--- config.mk ---
export PLATFORM = sky130hd
export DESIGN_NAME = result_mem_flat
export DESIGN_NICKNAME = d
export VERILOG_FILES = /design/src/hdl/mxu_pkg.sv /design/src/hdl/result_wr_if.sv /design/src/hdl/result_mem.sv /design/src/flat_wrapper.sv
export SDC_FILE = /design/constraint.sdc
export NUM_CORES = 2
export LEC_CHECK = 0
export BUFFER_PORTS_ARGS = -buffer_cell sky130_fd_sc_hd__buf_2
export CAP_MARGIN = 20
export CORE_UTILIZATION = 65
export CTS_BUF_LIST = sky130_fd_sc_hd__clkbuf_4
export CTS_CLUSTER_DIAMETER = 30
export CTS_CLUSTER_SIZE = 20
export DETAILED_ROUTE_END_ITERATION = 8
export GPL_ROUTABILITY_DRIVEN = 0
export GPL_TIMING_DRIVEN = 0
export HOLD_SLACK_MARGIN = 0.15
export PLACE_DENSITY = 0.82
export RECOVER_POWER = 25
export SETUP_SLACK_MARGIN = 0.4
export SLEW_MARGIN = 20
export SYNTH_ARGS = -nofsm -noshare
export SYNTH_HDL_FRONTEND = slang
export SYNTH_SLANG_ARGS = --single-unit
--- constraint.sdc ---
create_clock -name clk -period 2.5 [get_ports clk]
set_input_delay 0.5 -clock clk [delete_from_list [all_inputs] [get_ports clk]]
set_output_delay 0.5 -clock clk [all_outputs]
set_load 0.005 [all_outputs]
--- src/hdl/mxu_pkg.sv ---
// MXU datapath package
// array size, element widths and the row types shared by the
// systolic array, the skew stage and the result memory

package mxu_pkg;

  // array dimension, rows and columns alike
  localparam int array_n = 4;

  // activations and weights are signed bytes
  localparam int data_w = 8;

  // partial sums and results
  localparam int acc_w = 24;

  // result memory row address, 16 rows per column
  localparam int addr_w = 4;

  // one activation or weight row, element i at [i]
  typedef logic signed [array_n-1:0][data_w-1:0] data_row_t;

  // one result row, column j at [j]
  typedef logic signed [array_n-1:0][acc_w-1:0] acc_row_t;

endpackage
--- src/hdl/result_wr_if.sv ---
// Result write bus
// per-column write port from the result writer into the column memories,
// plus a clear strobe that zeroes the whole result store

interface result_wr_if;

  logic [mxu_pkg::array_n-1:0]                    wr_en;   // one enable per column
  logic [mxu_pkg::array_n-1:0][mxu_pkg::addr_w-1:0] wr_addr; // row address per column
  mxu_pkg::acc_row_t                              wr_data; // bottom row of the array
  logic                                           clear;   // zero every row

  modport writer (
    output wr_en,
    output wr_addr,
    output wr_data,
    output clear
  );

  modport memory (
    input wr_en,
    input wr_addr,
    input wr_data,
    input clear
  );

endinterface

--- src/hdl/result_mem.sv ---
// Result memory
// one word array per array column with its own write enable and
// address, read back a whole row at a time with one cycle latency

module result_mem (
  input  logic                        clk,
  input  logic [mxu_pkg::addr_w-1:0]  rd_addr,
  output mxu_pkg::acc_row_t           rd_data,
  result_wr_if.memory                 wr
);

  genvar j;

  generate
    for (j = 0; j < mxu_pkg::array_n; j++) begin : g_col
      logic [mxu_pkg::acc_w-1:0] words [1 << mxu_pkg::addr_w];

      always_ff @(posedge clk) begin
        if (wr.clear) begin
          for (int r = 0; r < (1 << mxu_pkg::addr_w); r++) begin
            words[r] <= '0;
          end
        end else if (wr.wr_en[j]) begin
          words[wr.wr_addr[j]] <= wr.wr_data[j]; // columns write on different cycles
        end
      end

      // registered read port
      always_ff @(posedge clk) begin
        rd_data[j] <= words[rd_addr];
      end
    end
  endgenerate

endmodule

--- src/flat_wrapper.sv ---
// flat-port wrapper written by rule: the top's interface ports become plain ports
module result_mem_flat 
  (clk, rd_addr, rd_data, wr_wr_en, wr_wr_addr, wr_wr_data, wr_clear);
  result_wr_if wr_i ();
  input  logic clk;
  input  logic [mxu_pkg::addr_w-1:0] rd_addr;
  output mxu_pkg::acc_row_t rd_data;
  input wire logic [$bits(wr_i.wr_en)-1:0] wr_wr_en;
  input wire logic [$bits(wr_i.wr_addr)-1:0] wr_wr_addr;
  input wire logic [$bits(wr_i.wr_data)-1:0] wr_wr_data;
  input wire logic [$bits(wr_i.clear)-1:0] wr_clear;
  assign wr_i.wr_en = wr_wr_en;
  assign wr_i.wr_addr = wr_wr_addr;
  assign wr_i.wr_data = wr_wr_data;
  assign wr_i.clear = wr_clear;
  result_mem u_core (.clk(clk), .rd_addr(rd_addr), .rd_data(rd_data), .wr(wr_i));
endmodule
==> Word-level counts from Yosys, hierarchy flattened <==
Memories as Yosys holds them, arrays and structs flattened. A register that Yosys moved wholly into a read port is not among the register bits.
Index checks and enable logic that the tools add are counted.
{ "op_classes": {"n_mux": 26, "reduce_logical": 4} }
{ "ops": {"columns": ["op", "count"], "rows": [
  ["$mux W24", 4],
  ["$reduce_or A24 Y1", 4],
  ["$mux W1", 18],
  ["$mux W4", 4]
]} }
{ "word_totals": {"n_memories": 4, "wordCells": 34, "mem_bits_rw": 1536, "inputBits": 122, "regBits": 0} }
{ "memory_table": {"columns": ["memory", "words", "width", "rd", "rd_ports_with_merged_regs", "wr", "line", "source"], "rows": [
  ["u_core.g_col[0].words", 16, 24, 1, 1, 16, "result_mem.sv:16", "logic [mxu_pkg::acc_w-1:0] words [1 << mxu_pkg::addr_w];"],
  ["u_core.g_col[1].words", 16, 24, 1, 1, 16, "result_mem.sv:16", null],
  ["u_core.g_col[2].words", 16, 24, 1, 1, 16, "result_mem.sv:16", null],
  ["u_core.g_col[3].words", 16, 24, 1, 1, 16, "result_mem.sv:16", null]
]} }

==> Logic depth before layout (Yosys ltp) <==
{ "logic_depth": {"ltp_word": 5, "ltp_mapped": 6, "mapped_depth_nobuf": 3} }

==> Worst setup path before layout <==
No wires, ideal clock.
{ "synth_timing": {"path_kind": "in2reg", "from": "input wr_clear", "to": "memory u_core.g_col[1].words[0][0] (netlist bit) (enable)", "required_time_ns": 2.142, "setup_ns": 0.358, "path_stages": 4, "slack_ns": 0.330, "arrival_ns": 1.812, "cell_sequence": "buf_6 or4b_4 nor3_4 or2_2"} }
{ "synth_rtl": {"columns": ["item", "line", "source"], "rows": [
  ["start, declared", "flat_wrapper.sv:11", "input wire logic [$bits(wr_i.clear)-1:0] wr_clear;"],
  ["end, declared", "result_mem.sv:16", null]
]} }

==> flow_summary_export.csv <==
group,metric,value,unit
status,outcome,"completed",
finish,instances_no_fill,6781,
finish,area_growth_syn_to_layout,14.8,%
timing,fmax,0.404,GHz
die,start_util,65.8,%
hold_path,min_path_type,"in -> reg",
global_route,overflow,0,
setup_path,endpoint,"u_core.g_col[3].words[1][10]$_SDFFCE_PN0P_",
timing,maxSlewViolCount,0,
power_and_ir_drop,total_power,60100,uW
timing,worst_pin_slew,1270,ps
die,rows,120,
power_and_ir_drop,p_leak,0.0285,uW
logic_synthesis,synth_cell_types,23,
setup_path,endpoint_kind,"flop",
logic_synthesis,yosysTopAreaCell,"edfxtp_1",
finish,nets,5245,
timing,skew,99.5,ps
power_and_ir_drop,p_comb_share,7.8,%
clocking,cts_sinks,1632,
clocking,clock_latency,1260,ps
die,die_x,332,um
die,ios,218,
placement,place_ws,-932,ps
detailed_routing,ant_nets,0,
logic_synthesis,yosysWarnings,0,
global_route,grt_max_degree,25,
setup_path,cp-start-kind,"input port",
die,core_area,0.107,sq mm
setup_path,reg2reg_depth,3,
timing,fin_ws,25.2,ps
logic_synthesis,synthTopCellsByArea,"edfxtp_1 65%, and2_1 14%, mux4_2 12%",
timing,fin_tns_setup,0,ps
finish,drive_gt1_share,24.1,%
power_and_ir_drop,vdd_drop_max,0.000507,V
timing,max_slew_margin,14.8,%
global_route,grt_pass1_wl,277,mm
power_and_ir_drop,p_switching,14600,uW
timing,holdWs,233,ps
setup_path,crit_required,3310,ps
detailed_routing,routed_wl,191,mm
detailed_routing,vias,43000,
setup_path,critPathMaxFanout,24,
setup_path,cp_cell_sequence,"buf_2 > dlygate4sd3_1 > nand4bb_1 > nor3_1 > or2_2",
clocking,cts-root-buf,"clkbuf_4",
timing,grt_setup_unrepaired,"true",
logic_synthesis,syn_avg_cell_area,16.2,sq um
power_and_ir_drop,power_frac_seq,53.2,%
placement,post-place-cells,5982,
setup_path,r2r-start,"u_core.g_col[3].words[11][23]$_SDFFCE_PN0P_",
logic_synthesis,yosysSeqAreaShare,68.1,%
logic_synthesis,syn-instance-count,4361,
timing,setup_violations,0,
global_route,first_global_vias,43900,
logic_synthesis,synth-seq-cells,1632,
detailed_routing,routed_via_density,6.35,
setup_path,cp_slowest_cell,"nor3_1",
setup_path,timing.rr.end,"u_core.rd_data[95]$_DFF_P_",
clocking,clkTransAtPathRegs,110,ps
global_route,antenna_found_initial,28,
clocking,cts_tree,"built",
logic_synthesis,syn-num-nets,4483,
detailed_routing,wl_per_cell,28.2,um
setup_path,critPathLaunch,"wr_wr_addr[15]",
detailed_routing,drc,0,
detailed_routing,drt_iter0_markers,5735,
power_and_ir_drop,clkPwrFrac,39.0,%
hold_path,min_path_cells,3,
global_route,track_usage,34.9,%
timing,min_period_over_period,99.0,%
clocking,clockBufferDepth,4,
setup_path,worstPathArrival,3280,ps
setup_path,critPathKind,"in -> reg",
logic_synthesis,syn_area,0.0706,sq mm
power_and_ir_drop,switching_share,24.3,%
run,maxCapViolations,0,
setup_path,critPathMaxStageDelay,830,ps
clocking,numCtsBuffers,311,
power_and_ir_drop,p_int,45500,uW
die,die_area,0.110,sq mm
timing,layout_min_cycle_time,2470,ps
placement,hpwl,115,mm
timing,finalHoldViolCount,0,
logic_synthesis,synth_top_cell_area_share,65.3,%
detailed_routing,first_pass_iters,7,
setup_path,r2r_setup_slack,800,ps
power_and_ir_drop,powerDensity,742,mW/mm^2
placement,portBuffers,215,
clocking,htreeDepth,5,
die,die_y,332,um
logic make-up (layout without fill, tap and decap cells):
group	Yosys count	count (layout)	synth area share, %
compound gates	192	192	2.04
buf+inv	361	1359	2.07
flops	1632	1632	68.1
mux	384	384	12.3
other cells	0	19	0
simple gates	1792	1792	15.6
cell usage after synthesis:
| cell | n |
|---|---|
| nor3_4 | 4 |
| nor3_1 | 9 |
| buf_1 | 10 |
| edfxtp_1 | 1536 |
| nand2b_1 | 8 |
| nor2_1 | 43 |
| nor3_2 | 3 |
| nor2_4 | 3 |
| nand4bb_1 | 8 |
| nand4b_1 | 4 |
| clkbuf_1 | 280 |
| nor2b_1 | 2 |
| clkbuf_2 | 22 |
| nor2_2 | 3 |
| dfxtp_1 | 96 |
| nand2_1 | 100 |
| buf_2 | 46 |
| or2_2 | 64 |
| or4b_4 | 4 |
| and2_1 | 1537 |
| buf_6 | 3 |
| mux4_2 | 384 |
| a22oi_1 | 192 |
metrics by stage:
step	utilization (%)	area, sq um
after CTS	75.3	80800
final	75.5	81000
after floorplan	-	70600
after detailed placement	68.5	73500
after global placement	68.4	73400
after global routing	75.5	81000
flip-flops by register name (all words and copies together) (netlist names):
signal / flops
u_core.rd_data: 96
u_core.g_col.words: 1536
worst min-delay path by stage:
stage / from / slack, ps / endpoint
floorplan: u_core.g_col[0].words[14][0]$_SDFFCE_PN0P_ / 630 / u_core.rd_data[0]$_DFF_P_
global placement: u_core.g_col[2].words[7][23]$_SDFFCE_PN0P_ / 660 / u_core.rd_data[71]$_DFF_P_
detailed placement: u_core.g_col[2].words[15][16]$_SDFFCE_PN0P_ / 660 / u_core.rd_data[64]$_DFF_P_
CTS: wr_wr_data[12] / 150 / u_core.g_col[0].words[5][12]$_SDFFCE_PN0P_
global route: wr_wr_addr[15] / 180 / u_core.g_col[3].words[14][0]$_SDFFCE_PN0P_
finish: wr_wr_data[6] / 230 / u_core.g_col[0].words[3][6]$_SDFFCE_PN0P_
worst max-delay path: cells and delay by family:
kind,cells,cell delay [ps]
and+or+nand+nor,3,1930
buffers and inverters,2,810
cells in the final DEF (no fill, tap or decap), drive strengths merged:
cell           Yosys  final
buf               59    262
dlygate4sd3        0    227
nand4b             4      4
inv                0     30
or4b               4      4
bufinv             0     46
nand4bb            8      8
a22oi            192    192
dfxtp             96     96
nand2            100    100
clkbuf           302    672
nor2              49     49
clkdlybuf4s15      0      1
diode              0     19
nor2b              2      2
nor3              16     16
mux4             384    384
clkinv             0     89
and2            1537   1537
clkinvlp           0     32
nand2b             8      8
edfxtp          1536   1536
or2               64     64
layer usage:
layer,up-vias,part of all wire (%),GRT usage (%)
met2,3061,48,54.3
met5,-,0.050,0
met1,21500,35,45.6
met4,14,5.0,18.0
li1,17800,-,-
met3,584,12,9.58
repair_timing:
item / CTS / global route
hold buffers: 227 / 0
hold endpoints to repair: 1555 / 0
pin swaps: 0 / 2
cloned: 0 / 0
setup endpoints to repair: 125 / 970
resized for setup: 17 / 122
buffers inserted: 0 / 4
final cells by class:
cell class,count,area (sq um)
plain buffers,361,1430
diodes,19,47.5
well taps,1403,1760
repair buffers,449,3520
flip-flops and latches,1632,48100
multi-input cells,2368,21200
clock buffers,352,2640
clock inverters,197,2380
fillers,6138,26300
power by group through the flow:
stage / logic (uW) / registers, uW / clock network [uW]
6_report: 4670 / 32000 / 23400
5_1_grt: 4870 / 32100 / 24600
4_1_cts: 4550 / 32000 / 23300
3_5_place_dp: 4220 / 32600 / 0
3_3_place_gp: 4140 / 32400 / 0
2_1_floorplan: 2490 / 32400 / 0
Note: power is estimated with default switching activity, not from simulation.
