**config.mk**
```make
export PLATFORM = sky130hd
export DESIGN_NAME = systolic_array
export DESIGN_NICKNAME = d
export VERILOG_FILES = /design/src/hdl/mxu_pkg.sv /design/src/hdl/systolic_array.sv /design/src/hdl/mac_pe.sv
export SDC_FILE = /design/constraint.sdc
export NUM_CORES = 2
export LEC_CHECK = 0
export ABC_CLOCK_PERIOD_IN_PS = 6900
export BUFFER_PORTS_ARGS = -buffer_cell sky130_fd_sc_hd__buf_2
export CAP_MARGIN = 0
export CORE_MARGIN = 2
export CORE_UTILIZATION = 60
export CTS_CLUSTER_DIAMETER = 200
export CTS_CLUSTER_SIZE = 40
export DETAILED_ROUTE_END_ITERATION = 8
export HOLD_SLACK_MARGIN = 0.03
export PLACE_DENSITY = 0.77
export REMOVE_ABC_BUFFERS = 1
export SKIP_LAST_GASP = 1
export SYNTH_ARGS = -nofsm -noshare
export SYNTH_HDL_FRONTEND = slang
export SYNTH_SLANG_ARGS = --single-unit
```
**constraint.sdc**
```tcl
create_clock -name clk -period 6.9 [get_ports clk]
set_input_delay 0.345 -clock clk [delete_from_list [all_inputs] [get_ports clk]]
set_output_delay 0.345 -clock clk [all_outputs]
set_load 0.02 [all_outputs]
```
**src/hdl/mxu_pkg.sv**
```systemverilog
// MXU datapath package
// array size, element widths and the row types shared by the
// systolic array, the skew stage and the result memory

package mxu_pkg;

  // array dimension, rows and columns alike
  localparam int array_n = 4;

  // activations and weights are signed bytes
  localparam int data_w = 8;

  // partial sums and results
  localparam int acc_w = 24;

  // result memory row address, 16 rows per column
  localparam int addr_w = 4;

  // one activation or weight row, element i at [i]
  typedef logic signed [array_n-1:0][data_w-1:0] data_row_t;

  // one result row, column j at [j]
  typedef logic signed [array_n-1:0][acc_w-1:0] acc_row_t;

endpackage
```
**src/hdl/systolic_array.sv**
```systemverilog
// Weight-stationary systolic array
// array_n x array_n grid of MAC cells; activations flow right, sums flow
// down, and the bottom row of sums is registered once more

module systolic_array (
  input  logic                                 clk,
  input  logic                                 reset,
  input  logic                                 load_en,
  input  logic [$clog2(mxu_pkg::array_n)-1:0]  load_row,
  input  mxu_pkg::data_row_t                   w_row,
  input  mxu_pkg::data_row_t                   a_col,
  output mxu_pkg::acc_row_t                    bottom
);

  // a_h[i][j] feeds cell (i,j) from the left, ps_v[i][j] from above
  logic signed [mxu_pkg::data_w-1:0] a_h  [mxu_pkg::array_n][mxu_pkg::array_n+1];
  logic signed [mxu_pkg::acc_w-1:0]  ps_v [mxu_pkg::array_n+1][mxu_pkg::array_n];

  genvar i, j;

  generate
    for (i = 0; i < mxu_pkg::array_n; i++) begin : g_row
      logic w_load;

      assign w_load   = load_en && (load_row == i); // one weight row per load
      assign a_h[i][0] = a_col[i];

      for (j = 0; j < mxu_pkg::array_n; j++) begin : g_col
        if (i == 0) begin : g_top
          assign ps_v[0][j] = '0;
        end

        mac_pe pe (
          .clk      (clk),
          .reset    (reset),
          .w_load   (w_load),
          .w_in     (w_row[j]),
          .a_in     (a_h[i][j]),
          .psum_in  (ps_v[i][j]),
          .a_out    (a_h[i][j+1]),
          .psum_out (ps_v[i+1][j])
        );
      end
    end

    // output stage under the last row
    for (j = 0; j < mxu_pkg::array_n; j++) begin : g_bottom
      always_ff @(posedge clk) begin
        if (reset) bottom[j] <= '0;
        else       bottom[j] <= ps_v[mxu_pkg::array_n][j];
      end
    end
  endgenerate

endmodule

```
**src/hdl/mac_pe.sv**
```systemverilog
// Multiply-accumulate cell
// holds one weight, passes the activation right and the
// running column sum down, one register stage each

module mac_pe (
  input  logic                               clk,
  input  logic                               reset,
  input  logic                               w_load,
  input  logic signed [mxu_pkg::data_w-1:0]  w_in,
  input  logic signed [mxu_pkg::data_w-1:0]  a_in,
  input  logic signed [mxu_pkg::acc_w-1:0]   psum_in,
  output logic signed [mxu_pkg::data_w-1:0]  a_out,
  output logic signed [mxu_pkg::acc_w-1:0]   psum_out
);

  logic signed [mxu_pkg::data_w-1:0]   w_reg;
  logic signed [2*mxu_pkg::data_w-1:0] prod;

  assign prod = a_in * w_reg; // full signed product

  always_ff @(posedge clk) begin
    if (reset) begin
      w_reg    <= '0;
      a_out    <= '0;
      psum_out <= '0;
    end else begin
      if (w_load) w_reg <= w_in;
      a_out    <= a_in;
      psum_out <= psum_in + prod; // prod sign-extends to acc_w
    end
  end

endmodule

```
Word-level counts from Yosys, hierarchy flattened
Cells that the tools add are included.
{"block": "classes", "add_sub_neg": 12, "n_mul": 16, "eq_ne": 3, "reduce_logical": 5}
{"op": "multiplier 8 x 8 -> 16 bit", "count": 16}
{"op": "adder 24 x 16 -> 24 bit", "count": 8}
{"op": "adder 16 x 16 -> 17 bit", "count": 4}
{"op": "== test 2 bit (second input constant)", "count": 2}
{"op": "logical AND 1 bit", "count": 4}
{"op": "== test 2 x 1 -> 1 bit (second input constant)", "count": 1}
{"op": "zero test 2 bit", "count": 1}
{"block": "word_totals", "regBits": 672, "inputBits": 69, "out_inout_bits": 96}

Logic depth before layout (Yosys ltp)
{"block": "depth", "depth_word": 2, "mapped_depth": 20}

By module
Synthesis repeated with hierarchy kept, for this count alone.
{"block": "hier_totals", "cells_unflattened": 8351, "hier_area_um2": 86905.8}
{"mod": "mac_pe (g_row[1].g_col[0].pe ...)", "n_inst": 9, "cells_per_inst": 512, "area_per_inst_um2": 5276.3, "seq_area_each_um2": 800.8}
{"mod": "mac_pe (g_row[0].g_col[1].pe ...)", "n_inst": 3, "cells_per_inst": 502, "area_per_inst_um2": 5251.3, "seq_area_each_um2": 800.8}
{"mod": "mac_pe (g_row[3].g_col[2].pe ...)", "n_inst": 2, "cells_per_inst": 507, "area_per_inst_um2": 5250.0, "seq_area_each_um2": 800.8}
{"mod": "mac_pe (g_row[0].g_col[0].pe)", "n_inst": 1, "cells_per_inst": 507, "area_per_inst_um2": 5286.3, "seq_area_each_um2": 800.8}
{"mod": "mac_pe (g_row[3].g_col[1].pe)", "n_inst": 1, "cells_per_inst": 509, "area_per_inst_um2": 5243.8, "seq_area_each_um2": 800.8}
{"mod": "systolic_array", "n_inst": 1, "cells_per_inst": 207, "area_per_inst_um2": 2635.0, "seq_area_each_um2": 1921.8}

Worst setup path after synthesis
No wires, ideal clock.
{"block": "synth_path", "kind": "reg2reg", "from": "register g_row[3].g_col[3].pe.w_reg[0] in the netlist's numbering", "to": "register g_row[3].g_col[3].pe.psum_out[23] in the netlist's numbering", "setup_time_ps": 123, "t_arrival_ps": 5593, "setup_slack_ps": 1184, "stages_incl_launch_ff": 18, "n_path_buf": 1, "path_cell_list": "dfxtp_1 clkbuf_1 and2_1 inv_1 fa_1 inv_1 fa_1 fa_1 fa_1 fa_1 ha_1 a21oi_1 o21a_1 a21oi_1 o31a_1 o211a_1 o41ai_2 mux2_1"}
{"block": "synth_via", "elab_chain_cells": 2}
{"item": "start: declaration", "line": "mac_pe.sv:16", "rtl": "logic signed [mxu_pkg::data_w-1:0] w_reg;"}
{"item": "start signal: assignment", "line": "mac_pe.sv:27", "rtl": "if (w_load) w_reg <= w_in;"}
{"item": "multiplier 8 x 8 -> 16 bit", "line": "mac_pe.sv:19", "rtl": "assign prod = a_in * w_reg;"}
{"item": "adder 24 x 16 -> 24 bit", "line": "mac_pe.sv:29", "rtl": "psum_out <= psum_in + prod;"}
{"item": "end signal: assignment", "line": "mac_pe.sv:29"}
{"item": "end: declaration", "line": "mac_pe.sv:13", "rtl": "output logic signed [mxu_pkg::acc_w-1:0] psum_out"}
No other way between the ends.
A chain may end at the register's enable or synchronous reset.

Final worst setup path
{"block": "layout_path", "from": "register g_row[3].g_col[3].pe.w_reg[1] in the netlist's numbering", "to": "register g_row[3].g_col[3].pe.psum_out[17] in the netlist's numbering"}
The elaborated chain is that of the path after synthesis.

==> reports/results.ini <==
[power_and_ir_drop]
powerDensity_nw_per_um2 = 118.1
p_leak_nw = 38.26
ir_drop_mv = 0.1940

[worst_hold_path]
worstHoldPathType = input port to register

[worst_setup_path]
endpoint_kind = register
crit_required_ns = 7.45
start_kind = register
crit_fanout = 16
critical_path_arrival_ns = 6.36
critical_path_class = register to register

[drt]
vias = 46420
viasPerCell = 5.310
wirelength_um = 136300
dr.pass1.iters = 7
drt-initial-drc-count = 2080
ant_nets = 0
drc = 0
routedWlPerCell_um = 15.59

[floorplan]
die_x_um = 345.0
dieHeight_um = 345.0
num_rows = 125
die_area_um2 = 119000
ios = 165
coreArea_um2 = 115700
start_util_pct = 60.27

[yosys]
async_flop_share_pct = 0
syn_area_um2 = 69760
yosysUniqueCellTypes = 82
syn-instance-count = 7129
synth_ff_type = dfxtp_1
synth-seq-area-share_pct = 18.48
syn_area_per_cell_um2 = 9.785
yosysWarningCount = 0
synth_edf_count = 0
ys_seq_elements = 644

[grt]
grt_pass1_vias = 49960
grt_pass1_wl_um = 236300
grt_start_max_net_pins = 182
overflow = 0
grtUsageTotal_pct = 24.21
antenna_found_initial = 8

[layout]
final_cell_mix = inv_1 (1,348), fa_1 (1,276), nand2_1 (692), ha_1 (676), dfxtp_1 (644)
drive_above_1_share_pct = 3.631
fin_nets = 9234
layout_commonest_cell = inv_1
largest_reg_flops = 324
syn_to_final_growth_pct = 4.680
final_util_pct = 63.10

[clock_tree]
clock-sinks = 644
post_cts_buffers = 0
holdBufCountCts = 36
htreeDepth = 1
cts_tree = done
cts.repair.resized = 0
path_clk_slew_ns = 0.15
worstSkewPairLatency_ns = 0.66
ctsLongestPathBuffers = 3
ctsRootBufferMaster = clkbuf_16
numCtsBuffers = 20

[sta]
max_freq_mhz = 172.2
final.setup.tns_ns = 0
finalCritPeriodShare_pct = 84.16
fin_skew_ns = 0.03309
setup_viol_count_final = 0
period_needed_ns = 5.807
rsz0062_at_grt = false
max-slew-margin-rel_pct = 28.63
hold_viol = 0
tightest_slew_ns = 1.069
slew_violations = 0

[placement]
dp_hpwl_um = 112700
port_buffers = 164
globalplace.congestion = 0.8727

[run_status]
outcome = complete, no violations

[flow_run]
drv_cap = 0

-- worst max-delay path: stages (launching register included) --
cell	delay, ns
dfxtp_1	0.51
and2_1	0.79
fa_1	0.57
fa_1	0.50
fa_1	0.57
fa_1	0.42
ha_1	0.30
ha_1	0.34
o21a_1	0.21
o21ai_1	0.18
a21oi_1	0.12
o31ai_1	0.35
a21boi_1	0.17
o41ai_1	0.30
mux2_2	0.38
-- cells in the mapped netlist, types with 18 or more instances --
cell / instances / area share, %
o21ai_0: 81 / 0.58
nor2_1: 286 / 1.5
ha_1: 676 / 12
xor2_1: 87 / 1.1
nand3_1: 46 / 0.33
dfxtp_1: 644 / 18
inv_1: 1348 / 7.3
or3_1: 18 / 0.16
nand2_1: 692 / 3.7
xnor2_1: 157 / 2.0
nor3_1: 43 / 0.31
and2_1: 556 / 5.0
nand2b_1: 68 / 0.61
fa_1: 1276 / 37
a31oi_1: 27 / 0.24
nor2b_1: 353 / 3.2
o21a_1: 37 / 0.40
a21oi_1: 278 / 2.0
a21o_1: 78 / 0.84
clkbuf_1: 148 / 0.80
-- layout make-up --
cell class,instances,area (um^2)
well taps,1524,1907
flip-flops and latches,644,12890
repair buffers,217,1356
inverters,1349,5064
diodes,2,5.005
multi-input cells,4981,51230
clock inverters,3,40.04
fillers,9460,42710
clock buffers,21,525.5
-- worst paths after layout --
| path | startpoint | end | slack (ns) | cells past startpoint |
|---|---|---|---|---|
| worst min-delay path | w_row[20] | g_row[0].g_col[2].pe.w_reg[4] | 0.06 | 3 |
| worst max register to register | g_row[3].g_col[3].pe.w_reg[1] | g_row[3].g_col[3].pe.psum_out[17] | 1.09 | 14 |
| worst max-delay path | g_row[3].g_col[3].pe.w_reg[1] | g_row[3].g_col[3].pe.psum_out[17] | 1.09 | 14 |
| worst min register to register | g_row[3].g_col[1].pe.psum_out[15] | bottom[39] | 0.44 | 1 |
-- cells by family after synthesis --
logic type,count (synthesis),synth area share [%]
multiplexers,19,0.3049
buffers and inverters,1504,8.096
adder cells (fa/ha/maj),1952,48.74
AO/OA/AOI/OAI,630,5.725
XOR/XNOR,244,3.063
flip-flops,644,18.48
AND/OR/NAND/NOR,2136,15.59
-- stage by stage --
stage | cells | setup slack (ns) | power [mW] | instance area (um^2) | hold slack, ns
floorplan | 6974 | 1.291 | 6.196 | 69180 | 0.4117
global placement | 8679 | 1.254 | 6.863 | 72090 | 0.4197
global route | 8740 | 0.7396 | 9.250 | 73020 | 0.04294
finish | 8741 | 1.093 | 8.624 | 73020 | 0.06041
detailed placement | 8679 | 1.130 | 6.954 | 72090 | 0.4204
CTS | 8739 | 1.092 | 8.713 | 73020 | 0.03008
-- layer usage --
metal | wire [um] | GRT usage, % | up-vias
li1 | - | - | 21870
met3 | 5441 | 2.413 | 205
met2 | 70350 | 44.30 | 850
met5 | 75 | 0 | -
met1 | 56390 | 30.47 | 23480
met4 | 3987 | 6.575 | 12
-- power by group --
part / total [mW] / switching, mW / leakage [nW] / internal, mW
logic: 2.65 / 1.51 / 32.7 / 1.14
registers: 4.22 / 0.223 / 5.25 / 4.00
clock network: 1.75 / 1.19 / 0.274 / 0.567
total: 8.62 / 2.92 / 38.3 / 5.70
(Power assumes the default switching activity.)
