==> src/hdl/mxu_ctrl_pkg.sv <==
// MXU control package
// command opcodes seen on the host port and the sequencer states

package mxu_ctrl_pkg;

  // host command opcodes
  typedef enum logic {
    op_load_w = 1'b0, // load one weight row
    op_stream = 1'b1  // stream one activation row
  } mxu_op_e;

  // sequencer states
  typedef enum logic [1:0] {
    st_idle   = 2'd0,
    st_stream = 2'd1, // taking the four activation rows
    st_drain  = 2'd2, // waiting for row 0 to reach the bottom
    st_done   = 2'd3  // write wavefront in flight
  } ctrl_state_e;

endpackage

==> src/hdl/mxu_pkg.sv <==
// MXU datapath package
// array size, element widths and the row types shared by the
// systolic array, the skew stage and the result memory

package mxu_pkg;

  // array dimension, rows and columns alike
  localparam int array_n = 4;

  // activations and weights are signed bytes
  localparam int data_w = 8;

  // partial sums and results
  localparam int acc_w = 24;

  // result memory row address, 16 rows per column
  localparam int addr_w = 4;

  // one activation or weight row, element i at [i]
  typedef logic signed [array_n-1:0][data_w-1:0] data_row_t;

  // one result row, column j at [j]
  typedef logic signed [array_n-1:0][acc_w-1:0] acc_row_t;

endpackage
==> src/hdl/mxu_ctrl.sv <==
// MXU controller
// decodes host commands, counts the streamed rows and sequences the
// stream, drain and write phases of one compute

module mxu_ctrl (
  input  logic                                 clk,
  input  logic                                 reset,
  input  logic                                 cmd_valid,
  input  mxu_ctrl_pkg::mxu_op_e                cmd_op,
  input  logic [$clog2(mxu_pkg::array_n)-1:0]  cmd_row,
  input  logic [mxu_pkg::addr_w-1:0]           cmd_base,
  input  logic                                 wave_done,
  output logic                                 load_en,
  output logic [$clog2(mxu_pkg::array_n)-1:0]  load_row,
  output logic                                 row_valid,
  output logic                                 wave_start,
  output logic [mxu_pkg::addr_w-1:0]           base_addr,
  output logic                                 cmd_seen,
  output logic                                 busy
);

  mxu_ctrl_pkg::ctrl_state_e state;
  logic [$clog2(2*mxu_pkg::array_n)-1:0] cnt; // cycles since the first stream strobe
  logic stream_ok;

  // stream rows are taken when idle (first row) or during the stream phase
  assign stream_ok = cmd_valid && (cmd_op == mxu_ctrl_pkg::op_stream) &&
                     (state == mxu_ctrl_pkg::st_idle || state == mxu_ctrl_pkg::st_stream);

  assign load_en    = cmd_valid && (cmd_op == mxu_ctrl_pkg::op_load_w) &&
                      (state == mxu_ctrl_pkg::st_idle); // no weight change mid-compute
  assign load_row   = cmd_row;
  assign row_valid  = stream_ok;
  assign cmd_seen   = load_en || stream_ok;
  assign busy       = (state != mxu_ctrl_pkg::st_idle);

  // row 0 column 0 is in the bottom register one cycle after this
  assign wave_start = (state == mxu_ctrl_pkg::st_drain) && (cnt == mxu_pkg::array_n + 1);

  always_ff @(posedge clk) begin
    if (reset) begin
      state <= mxu_ctrl_pkg::st_idle;
      cnt   <= '0;
    end else begin
      case (state)
        mxu_ctrl_pkg::st_idle: begin
          if (stream_ok) begin
            state <= mxu_ctrl_pkg::st_stream;
            cnt   <= 1;
          end
        end
        mxu_ctrl_pkg::st_stream: begin
          cnt <= cnt + 1'b1; // a missing strobe just feeds a zero row
          if (cnt == mxu_pkg::array_n - 1) state <= mxu_ctrl_pkg::st_drain;
        end
        mxu_ctrl_pkg::st_drain: begin
          cnt <= cnt + 1'b1;
          if (wave_start) state <= mxu_ctrl_pkg::st_done;
        end
        default: begin
          if (wave_done) state <= mxu_ctrl_pkg::st_idle; // last column written
        end
      endcase
    end
  end

  // result base row, taken with the first activation row
  always_ff @(posedge clk) begin
    if (stream_ok && state == mxu_ctrl_pkg::st_idle) base_addr <= cmd_base;
  end

endmodule

==> config.mk <==
export PLATFORM = sky130hd
export DESIGN_NAME = mxu_ctrl
export DESIGN_NICKNAME = d
export VERILOG_FILES = /design/src/hdl/mxu_ctrl_pkg.sv /design/src/hdl/mxu_pkg.sv /design/src/hdl/mxu_ctrl.sv
export SDC_FILE = /design/constraint.sdc
export NUM_CORES = 1
export LEC_CHECK = 0
export ABC_AREA = 1
export BUFFER_PORTS_ARGS = -buffer_cell sky130_fd_sc_hd__buf_2
export CELL_PAD_IN_SITES_DETAIL_PLACEMENT = 1
export CELL_PAD_IN_SITES_GLOBAL_PLACEMENT = 2
export CORE_MARGIN = 2
export CORE_UTILIZATION = 26
export CTS_CLUSTER_DIAMETER = 30
export DETAILED_ROUTE_END_ITERATION = 10
export GPL_ROUTABILITY_DRIVEN = 0
export PLACE_DENSITY = 0.84
export SETUP_SLACK_MARGIN = 0.15
export SYNTH_ARGS = -nofsm -noshare
export SYNTH_HDL_FRONTEND = slang
export SYNTH_SLANG_ARGS = --single-unit
==> constraint.sdc <==
create_clock -name clk -period 2.1 [get_ports clk]
set_input_delay 0.42 -clock clk [delete_from_list [all_inputs] [get_ports clk]]
set_output_delay 0.42 -clock clk [all_outputs]
set_load 0.01 [all_outputs]
; After elaboration in Yosys (flattened, before gate mapping)
; Cells that the tools add are included.
[word_totals]
register_bits = 9
in_bits = 11
out_inout_bits = 11
word_cells = 34
[op_classes]
addsub = 1
eq_ne = 7
n_mux = 7
bitwise = 1
n_reduce_logical = 15
[ops]
columns = op, n
row1 = $mux W2, 4
row2 = $logic_and A1 B1 Y1, 6
row3 = $pmux W2 S3, 1
row4 = $pmux W3 S2, 1
row5 = $ne A2 B2 Y1 const B, 2
row6 = $reduce_and A4 Y1, 1
row7 = $reduce_bool A2 Y1, 2
row8 = $reduce_bool A4 Y1, 1
row9 = $add A3 B1 Y3 const B, 1
row10 = $eq A3 B2 Y1 const B, 1
row11 = $eq A3 B3 Y1 const B, 1
row12 = $mux W3, 1
row13 = $eq A2 B1 Y1 const B, 1
row14 = $eq A2 B2 Y1 const B, 1
row15 = $logic_not A2 Y1, 1
row16 = $logic_or A1 B1 Y1, 2
row17 = $ne A2 B1 Y1 const B, 1
row18 = $reduce_and A2 Y1, 1
row19 = $reduce_or A2 Y1, 1
row20 = $not A1 Y1, 1

; Depth between registers and ports, before layout
; Gate-level depths: netlist of run 1.
[logic_depth]
depth_word = 5
ltp_mapped = 9
mapped_depth_nobuf = 9

; Least setup slack after synthesis of run 1
; No wires, ideal clock.
[synth_timing]
path_kind = reg2out
from = register state[0]
to = output port row_valid
arrival_ns = 1.028
required_time_ns = 1.680
setup_slack_ns = 0.652
stages_incl_launch_ff = 5
n_path_buf = 0
cell_sequence = dfxtp_1 > inv_1 > ha_1 > inv_1 > a21oi_1
[synth_via]
elab_chain_cells = 3
word_cells_on_any_way = 4
classes_between = eq/ne (1) / reduce/logical (3)
[synth_lines]
columns = element, line_no
row1 = start: declaration, mxu_ctrl.sv:22  ; mxu_ctrl_pkg::ctrl_state_e state;
row2 = start signal: assignment, mxu_ctrl.sv:42  ; state <= mxu_ctrl_pkg::st_idle;
row3 = start signal: assignment, mxu_ctrl.sv:48  ; state <= mxu_ctrl_pkg::st_stream;
row4 = start signal: assignment, mxu_ctrl.sv:54  ; if (cnt == mxu_pkg::array_n - 1) state <= mxu_ctrl_pkg::st_drain;
row5 = $eq A2 B1 Y1 / $logic_not A2 Y1 (equally long branches), mxu_ctrl.sv:28  ; (state == mxu_ctrl_pkg::st_idle || state == mxu_ctrl_pkg::st_stream);
row6 = $logic_or A1 B1 Y1 (*), mxu_ctrl.sv:28
row7 = $logic_and A1 B1 Y1 (*), mxu_ctrl.sv:27  ; assign stream_ok = cmd_valid && (cmd_op == mxu_ctrl_pkg::op_stream) &&
row8 = end: declaration, mxu_ctrl.sv:15  ; output logic row_valid,
; Mark *: on every way between the ends. The rest lies on a longest branch, timed or not.

; Worst setup path in the final report of run 1
; Ends and elaborated chain as after synthesis.

==> results.py, run 1 <==
metrics = {
    "floorplan": {
        "rows": 16,
        "die_h_um": 50.1,
        "io_pins": 22,
        "start_util": 0.278,
        "coreArea_sq_um": 1980,
        "die_w_um": 50.1,
        "die_area_sq_um": 2510,
    },
    "sta": {
        "hold_viol_final": 0,
        "fin_ws_ns": 0.361,
        "max_freq_mhz": 575,
        "max_slew_margin": 0.780,
        "finalSetupTns_ns": 0,
        "setup_viol": 0,
        "hold-worst-slack_ns": 0.336,
        "worst_pin_slew_ns": 0.329,
        "fin_crit_sh": 0.828,
        "fin_crit_ns": 1.74,
        "finalMaxSlewViolations": 0,
        "skew_ns": 0.0000738,
        "rsz0062_at_grt": "no",
    },
    "worst_setup_path": {
        "cp-end-kind": "output port",
        "critPathKind": "reg -> out",
        "critPathRequiredTime_ns": 1.68,
        "worst-path-max-fanout": 5,
        "start_kind": "flip-flop",
        "cp.arrival_ns": 1.32,
    },
    "synth": {
        "yosysUniqueCellTypes": 15,
        "netlist_area_sq_um": 552,
        "seq_area_frac_synth": 0.399,
        "syn_avg_cell_area_sq_um": 8.11,
        "syn_inst": 68,
        "synth_nets": 87,
        "ys_warn_count": 0,
        "ys_ff_latch": 9,
    },
    "status": {
        "status": "finished, final reports clean",
    },
    "pwr": {
        "leakagePower_nw": 0.342,
        "totalPowerFinal_w": 0.000930,
        "pwr_density_cell_nw_per_um2": 1360,
        "ir_worst_vdd_v": 0.000442,
    },
    "placed_design": {
        "io_buffers": 17,
        "dpl_worst_slack_ns": 0.552,
        "hpwl_um": 989,
        "numPlacedInstances": 110,
    },
    "detailed_routing": {
        "wirelength_um": 1130,
        "wl_per_cell_um": 9.91,
        "first_pass_iters": 4,
        "vias_per_cell": 4.02,
        "ant_nets": 0,
        "drc": 0,
        "drtIter0Drc": 2,
        "vias": 458,
    },
    "finish": {
        "fillers": 254,
        "drive_gt1_frac": 0.310,
        "final_cells": 114,
        "nets": 107,
        "area_delta_synth_final_pct": 24.0,
        "antenna-diode-count": 0,
    },
    "global_route": {
        "grt_max_degree": 6,
        "grt_overflow": 0,
        "grt_pass1_wl_um": 1990,
        "grt_usage": 0.107,
        "antenna_found_initial": 0,
        "grt_pass1_vias": 490,
    },
    "cts": {
        "cts.htree.levels": 1,
        "path_clk_slew_ns": 0.06,
        "cts_buffers": 3,
        "cts_hold_buffers": 0,
        "clock-root-buffer": "clkbuf_4",
        "cts_sinks": 9,
        "cts_tree": "built",
        "cts_resized": 0,
        "clk_latency_ns": 0.26,
        "post_cts.repair.setup_buffers": 0,
        "clock_path_buffers": 2,
    },
    "worst_hold_path": {
        "min_path_type": "in -> reg",
    },
    "job": {
        "maxCapViolCount": 0,
    },
}
registers in the layout, indices dropped and copies added, names as in the netlist:
name,count
cnt,3
state,2
base_addr,4
critical path: stages (launching register included):
cell     delay, ns
dfxtp_1       0.35
inv_1         0.10
ha_2          0.25
inv_1         0.09
a21oi_1       0.14
buf_2         0.14
cell usage after synthesis:
library cell | instances | area, sq um
nor2_4 | 1 | 11.3
nand3_1 | 1 | 5.00
o21ai_2 | 1 | 8.76
nor2_1 | 11 | 41.3
nand2_1 | 14 | 52.6
ha_1 | 8 | 100
nor2_2 | 2 | 12.5
nand2_2 | 2 | 12.5
inv_1 | 11 | 41.3
o21ai_0 | 3 | 15.0
buf_4 | 2 | 15.0
or2_0 | 1 | 6.26
a21oi_1 | 2 | 10.0
edfxtp_1 | 4 | 120
dfxtp_1 | 5 | 100
layer usage:
layer | vias to the layer above | routed length [um] | track usage
met5 | - | 0 | 0
met4 | 0 | 0 | 0.0324
met3 | 0 | 127 | 0.0636
met2 | 18 | 556 | 0.197
met1 | 198 | 445 | 0.0950
li1 | 242 | - | -
worst paths after layout:
kind,from,to,slack [ns],depth (start not counted)
max,state[0],row_valid,0.36,5
min,cmd_base[0],base_addr[0],0.34,1
max reg2reg,state[0],base_addr[3],0.70,4
min reg2reg,cnt[0],cnt[0],0.49,2
per-stage QoR:
stage / utilization / cell area (sq um)
6_report: 0.345 / 684
5_1_grt: 0.345 / 684
4_1_cts: 0.344 / 682
3_5_place_dp: 0.331 / 656
3_3_place_gp: 0.331 / 656
2_1_floorplan: - / 552
cells by family after synthesis:
group | synth area share
buffers and inverters | 0.102
AND/OR/NAND/NOR | 0.256
flip-flops | 0.399
AO/OA/AOI/OAI | 0.0612
adder cells (fa/ha/maj) | 0.181
cells in the final DEF (no fill, tap or decap):
cell type	netlist	final
clkbuf_4	0	3
ha_1	8	7
nand3_1	1	1
nor2_1	11	11
o21ai_2	1	1
a21oi_1	2	2
or2_0	1	1
clkbuf_1	0	1
inv_1	11	11
nor2_2	2	2
o21ai_0	3	3
nand2_2	2	2
ha_2	0	1
nand2_1	14	14
dfxtp_1	5	5
buf_2	0	17
edfxtp_1	4	4
nor2_4	1	1
where the power goes:
| part | internal, W | switching, W |
|---|---|---|
| logic | 0.000199 | 0.000321 |
| clock network | 0.0000731 | 0.0000580 |
| registers | 0.000238 | 0.0000398 |
| total | 0.000511 | 0.000419 |
cell type report:
cell class / instances / area [sq um] / share of cell area
well taps: 27 / 33.8 / 0.0494
multi-input cells: 46 / 278 / 0.406
repair buffers: 17 / 85.1 / 0.124
flip-flops and latches: 9 / 220 / 0.322
clock buffers: 4 / 26.3 / 0.0384
inverters: 11 / 41.3 / 0.0603
Note: power is estimated with default switching activity, not from simulation.
==> run 2, diff against run 1 <==
--- a/config.mk
+++ b/config.mk
@@ -10,11 +10,11 @@
 export CELL_PAD_IN_SITES_DETAIL_PLACEMENT = 1
 export CELL_PAD_IN_SITES_GLOBAL_PLACEMENT = 2
 export CORE_MARGIN = 2
-export CORE_UTILIZATION = 26
+export CORE_UTILIZATION = 22
 export CTS_CLUSTER_DIAMETER = 30
 export DETAILED_ROUTE_END_ITERATION = 10
 export GPL_ROUTABILITY_DRIVEN = 0
-export PLACE_DENSITY = 0.84
+export PLACE_DENSITY = 0.77
 export SETUP_SLACK_MARGIN = 0.15
 export SYNTH_ARGS = -nofsm -noshare
 export SYNTH_HDL_FRONTEND = slang
==> constraint.sdc (replaced) <==
create_clock -name clk -period 1.52 [get_ports clk]
set_input_delay 0.304 -clock clk [delete_from_list [all_inputs] [get_ports clk]]
set_output_delay 0.304 -clock clk [all_outputs]
set_load 0.01 [all_outputs]
==> results.py, run 2 (synthesized netlist as in run 1, its figures left out) <==
metrics = {
    "global_route": {
        "antenna_found_initial": 0,
        "grt_max_degree": 6,
        "grt_usage": 0.108,
        "grt_pass1_wl_um": 2150,
        "grt_overflow": 0,
        "grt_pass1_vias": 517,
    },
    "worst_setup_path": {
        "worst_path_max_delay_cell": "dfxtp_4",
        "r2r_start": "state[0]",
        "worstRegToRegCells": 9,
        "regToRegSetupSlack_ns": 0.18,
        "cp.arrival_ns": 1.20,
        "critPathKind": "reg -> out",
        "worst-path-max-fanout": 4,
        "r2r_end": "state[0]",
        "cp-end-kind": "output port",
        "timing.critical_path.slowest_cell_delay_ns": 0.37,
        "critPathRequiredTime_ns": 1.22,
        "path_cells": "buf_4 -> ha_4 -> inv_1 -> nor2_1 -> buf_2",
        "start_kind": "flip-flop",
    },
    "floorplan": {
        "start_util": 0.227,
        "die_area_sq_um": 2920,
        "io_pins": 22,
        "die_h_um": 54.1,
        "coreArea_sq_um": 2430,
        "rows": 18,
        "die_w_um": 54.1,
    },
    "placed_design": {
        "io_buffers": 17,
        "dpl_worst_slack_ns": 0.0455,
        "hpwl_um": 1020,
        "dpl_cell_area_sq_um": 659,
    },
    "finish": {
        "reg_top3": "base_addr: 4 flops, cnt: 3 flops, state: 2 flops",
        "fin_util": 0.335,
        "drive_gt1_frac": 0.468,
        "area_delta_synth_final_pct": 47.8,
        "final_cell_area_sq_um": 816,
        "layout_commonest_cell": "buf_2",
        "final_cell_mix": "16 x buf_2, 13 x nand2_1, 11 x nor2_1, 7 x inv_1, 7 x buf_4",
        "antenna-diode-count": 0,
        "regMostFlops": "base_addr",
        "nets": 114,
        "largest_reg_flops": 4,
        "fillers": 302,
    },
    "status": {
        "status": "finished, final reports clean",
    },
    "detailed_routing": {
        "first_pass_iters": 3,
        "drc": 0,
        "vias": 512,
        "ant_nets": 0,
        "drtIter0Drc": 1,
        "vias_per_cell": 4.13,
        "wl_per_cell_um": 11.6,
        "wirelength_um": 1430,
    },
    "cts": {
        "cts_tree": "built",
        "path_clk_slew_ns": 0.06,
        "cts_sinks": 9,
        "clk_latency_ns": 0.26,
        "cts.htree.levels": 1,
        "cts_buffers": 3,
        "clock-root-buffer": "clkbuf_4",
        "cts_hold_buffers": 0,
        "clock_path_buffers": 2,
    },
    "job": {
        "maxCapViolCount": 0,
    },
    "sta": {
        "finalMaxSlewViolations": 0,
        "max_slew_margin": 0.789,
        "fin_crit_sh": 0.988,
        "fin_ws_ns": 0.0178,
        "worst_pin_slew_ns": 0.315,
        "hold_viol_final": 0,
        "skew_ns": 0.00417,
        "hold-worst-slack_ns": 0.219,
        "fin_crit_ns": 1.50,
        "rsz0062_at_grt": "yes",
        "max_freq_mhz": 666,
        "setup_viol": 0,
    },
    "worst_hold_path": {
        "hold_start": "cmd_base[1]",
        "min_path_type": "in -> reg",
        "hold_path_end": "base_addr[1]",
        "min_delay_path_depth": 1,
    },
    "pwr": {
        "pwr_density_cell_nw_per_um2": 2080,
        "ir_worst_vdd_v": 0.000903,
        "leakagePower_nw": 0.384,
        "totalPowerFinal_w": 0.00169,
    },
}
run 2: cell types whose count changed in the layout (fill, tap and decap cells not counted), moves of 2 or more:
cell / before / now
o21ai_1: 0 / 2
dfxtp_1: 5 / 3
dfxtp_4: 0 / 2
o21ai_0: 3 / 1
inv_4: 0 / 3
ha_4: 0 / 3
ha_1: 7 / 5
buf_4: 0 / 7
inv_1: 11 / 7
run 2: through the flow:
stage / setup TNS (ns) / instances
after floorplan: 0 / 68
final: 0 / 124
after global routing: -0.0397 / 124
after global placement: 0 / 113
after CTS: 0 / 121
after detailed placement: 0 / 113
run 2: where the power goes:
part           total (W)  leakage, nW  internal [W]  switching, W
clock network   0.000186       0.0150      0.000101     0.0000843
registers       0.000415       0.0797      0.000344     0.0000702
logic            0.00109        0.289      0.000511      0.000583
total            0.00169        0.384      0.000956      0.000738
run 2: what timing repair did:
| action | CTS | global route |
|---|---|---|
| buffers inserted | 4 | 3 |
| setup endpoints to repair | 13 | 8 |
| gates resized for setup | 18 | 6 |
| pin swaps | 2 | 1 |
run 2: how the worst max path moves through the flow:
stage,start,endpoint,cells after the start
2_1_floorplan,state[0],base_addr[0],4
3_3_place_gp,state[1],base_addr[2],4
3_5_place_dp,state[1],base_addr[2],4
4_1_cts,state[1],row_valid,5
5_1_grt,state[1],wave_start,5
6_report,state[1],wave_start,5
run 2: critical path, delay by kind of cell (launching register included):
family,cells,cell delay [ns]
buffers and inverters,3,0.32
and+or+nand+nor,1,0.11
adders and majority gates,1,0.14
DFF,1,0.37
run 2: cell type report:
class                      count  area (sq um)  share of cell area
timing repair buffer          24           144               0.176
sequential                     9           228               0.279
tap                           30          37.5              0.0460
multi-input combinational     46           332               0.406
clock buffer                   4          26.3              0.0322
inverter                      11          48.8              0.0598
run 2: layer usage:
metal,vias up,share of wire,global-route usage
met5,-,0,0
met4,0,0.029,0.0750
met3,4,0.095,0.0306
met2,21,0.50,0.199
met1,225,0.37,0.101
li1,262,-,-
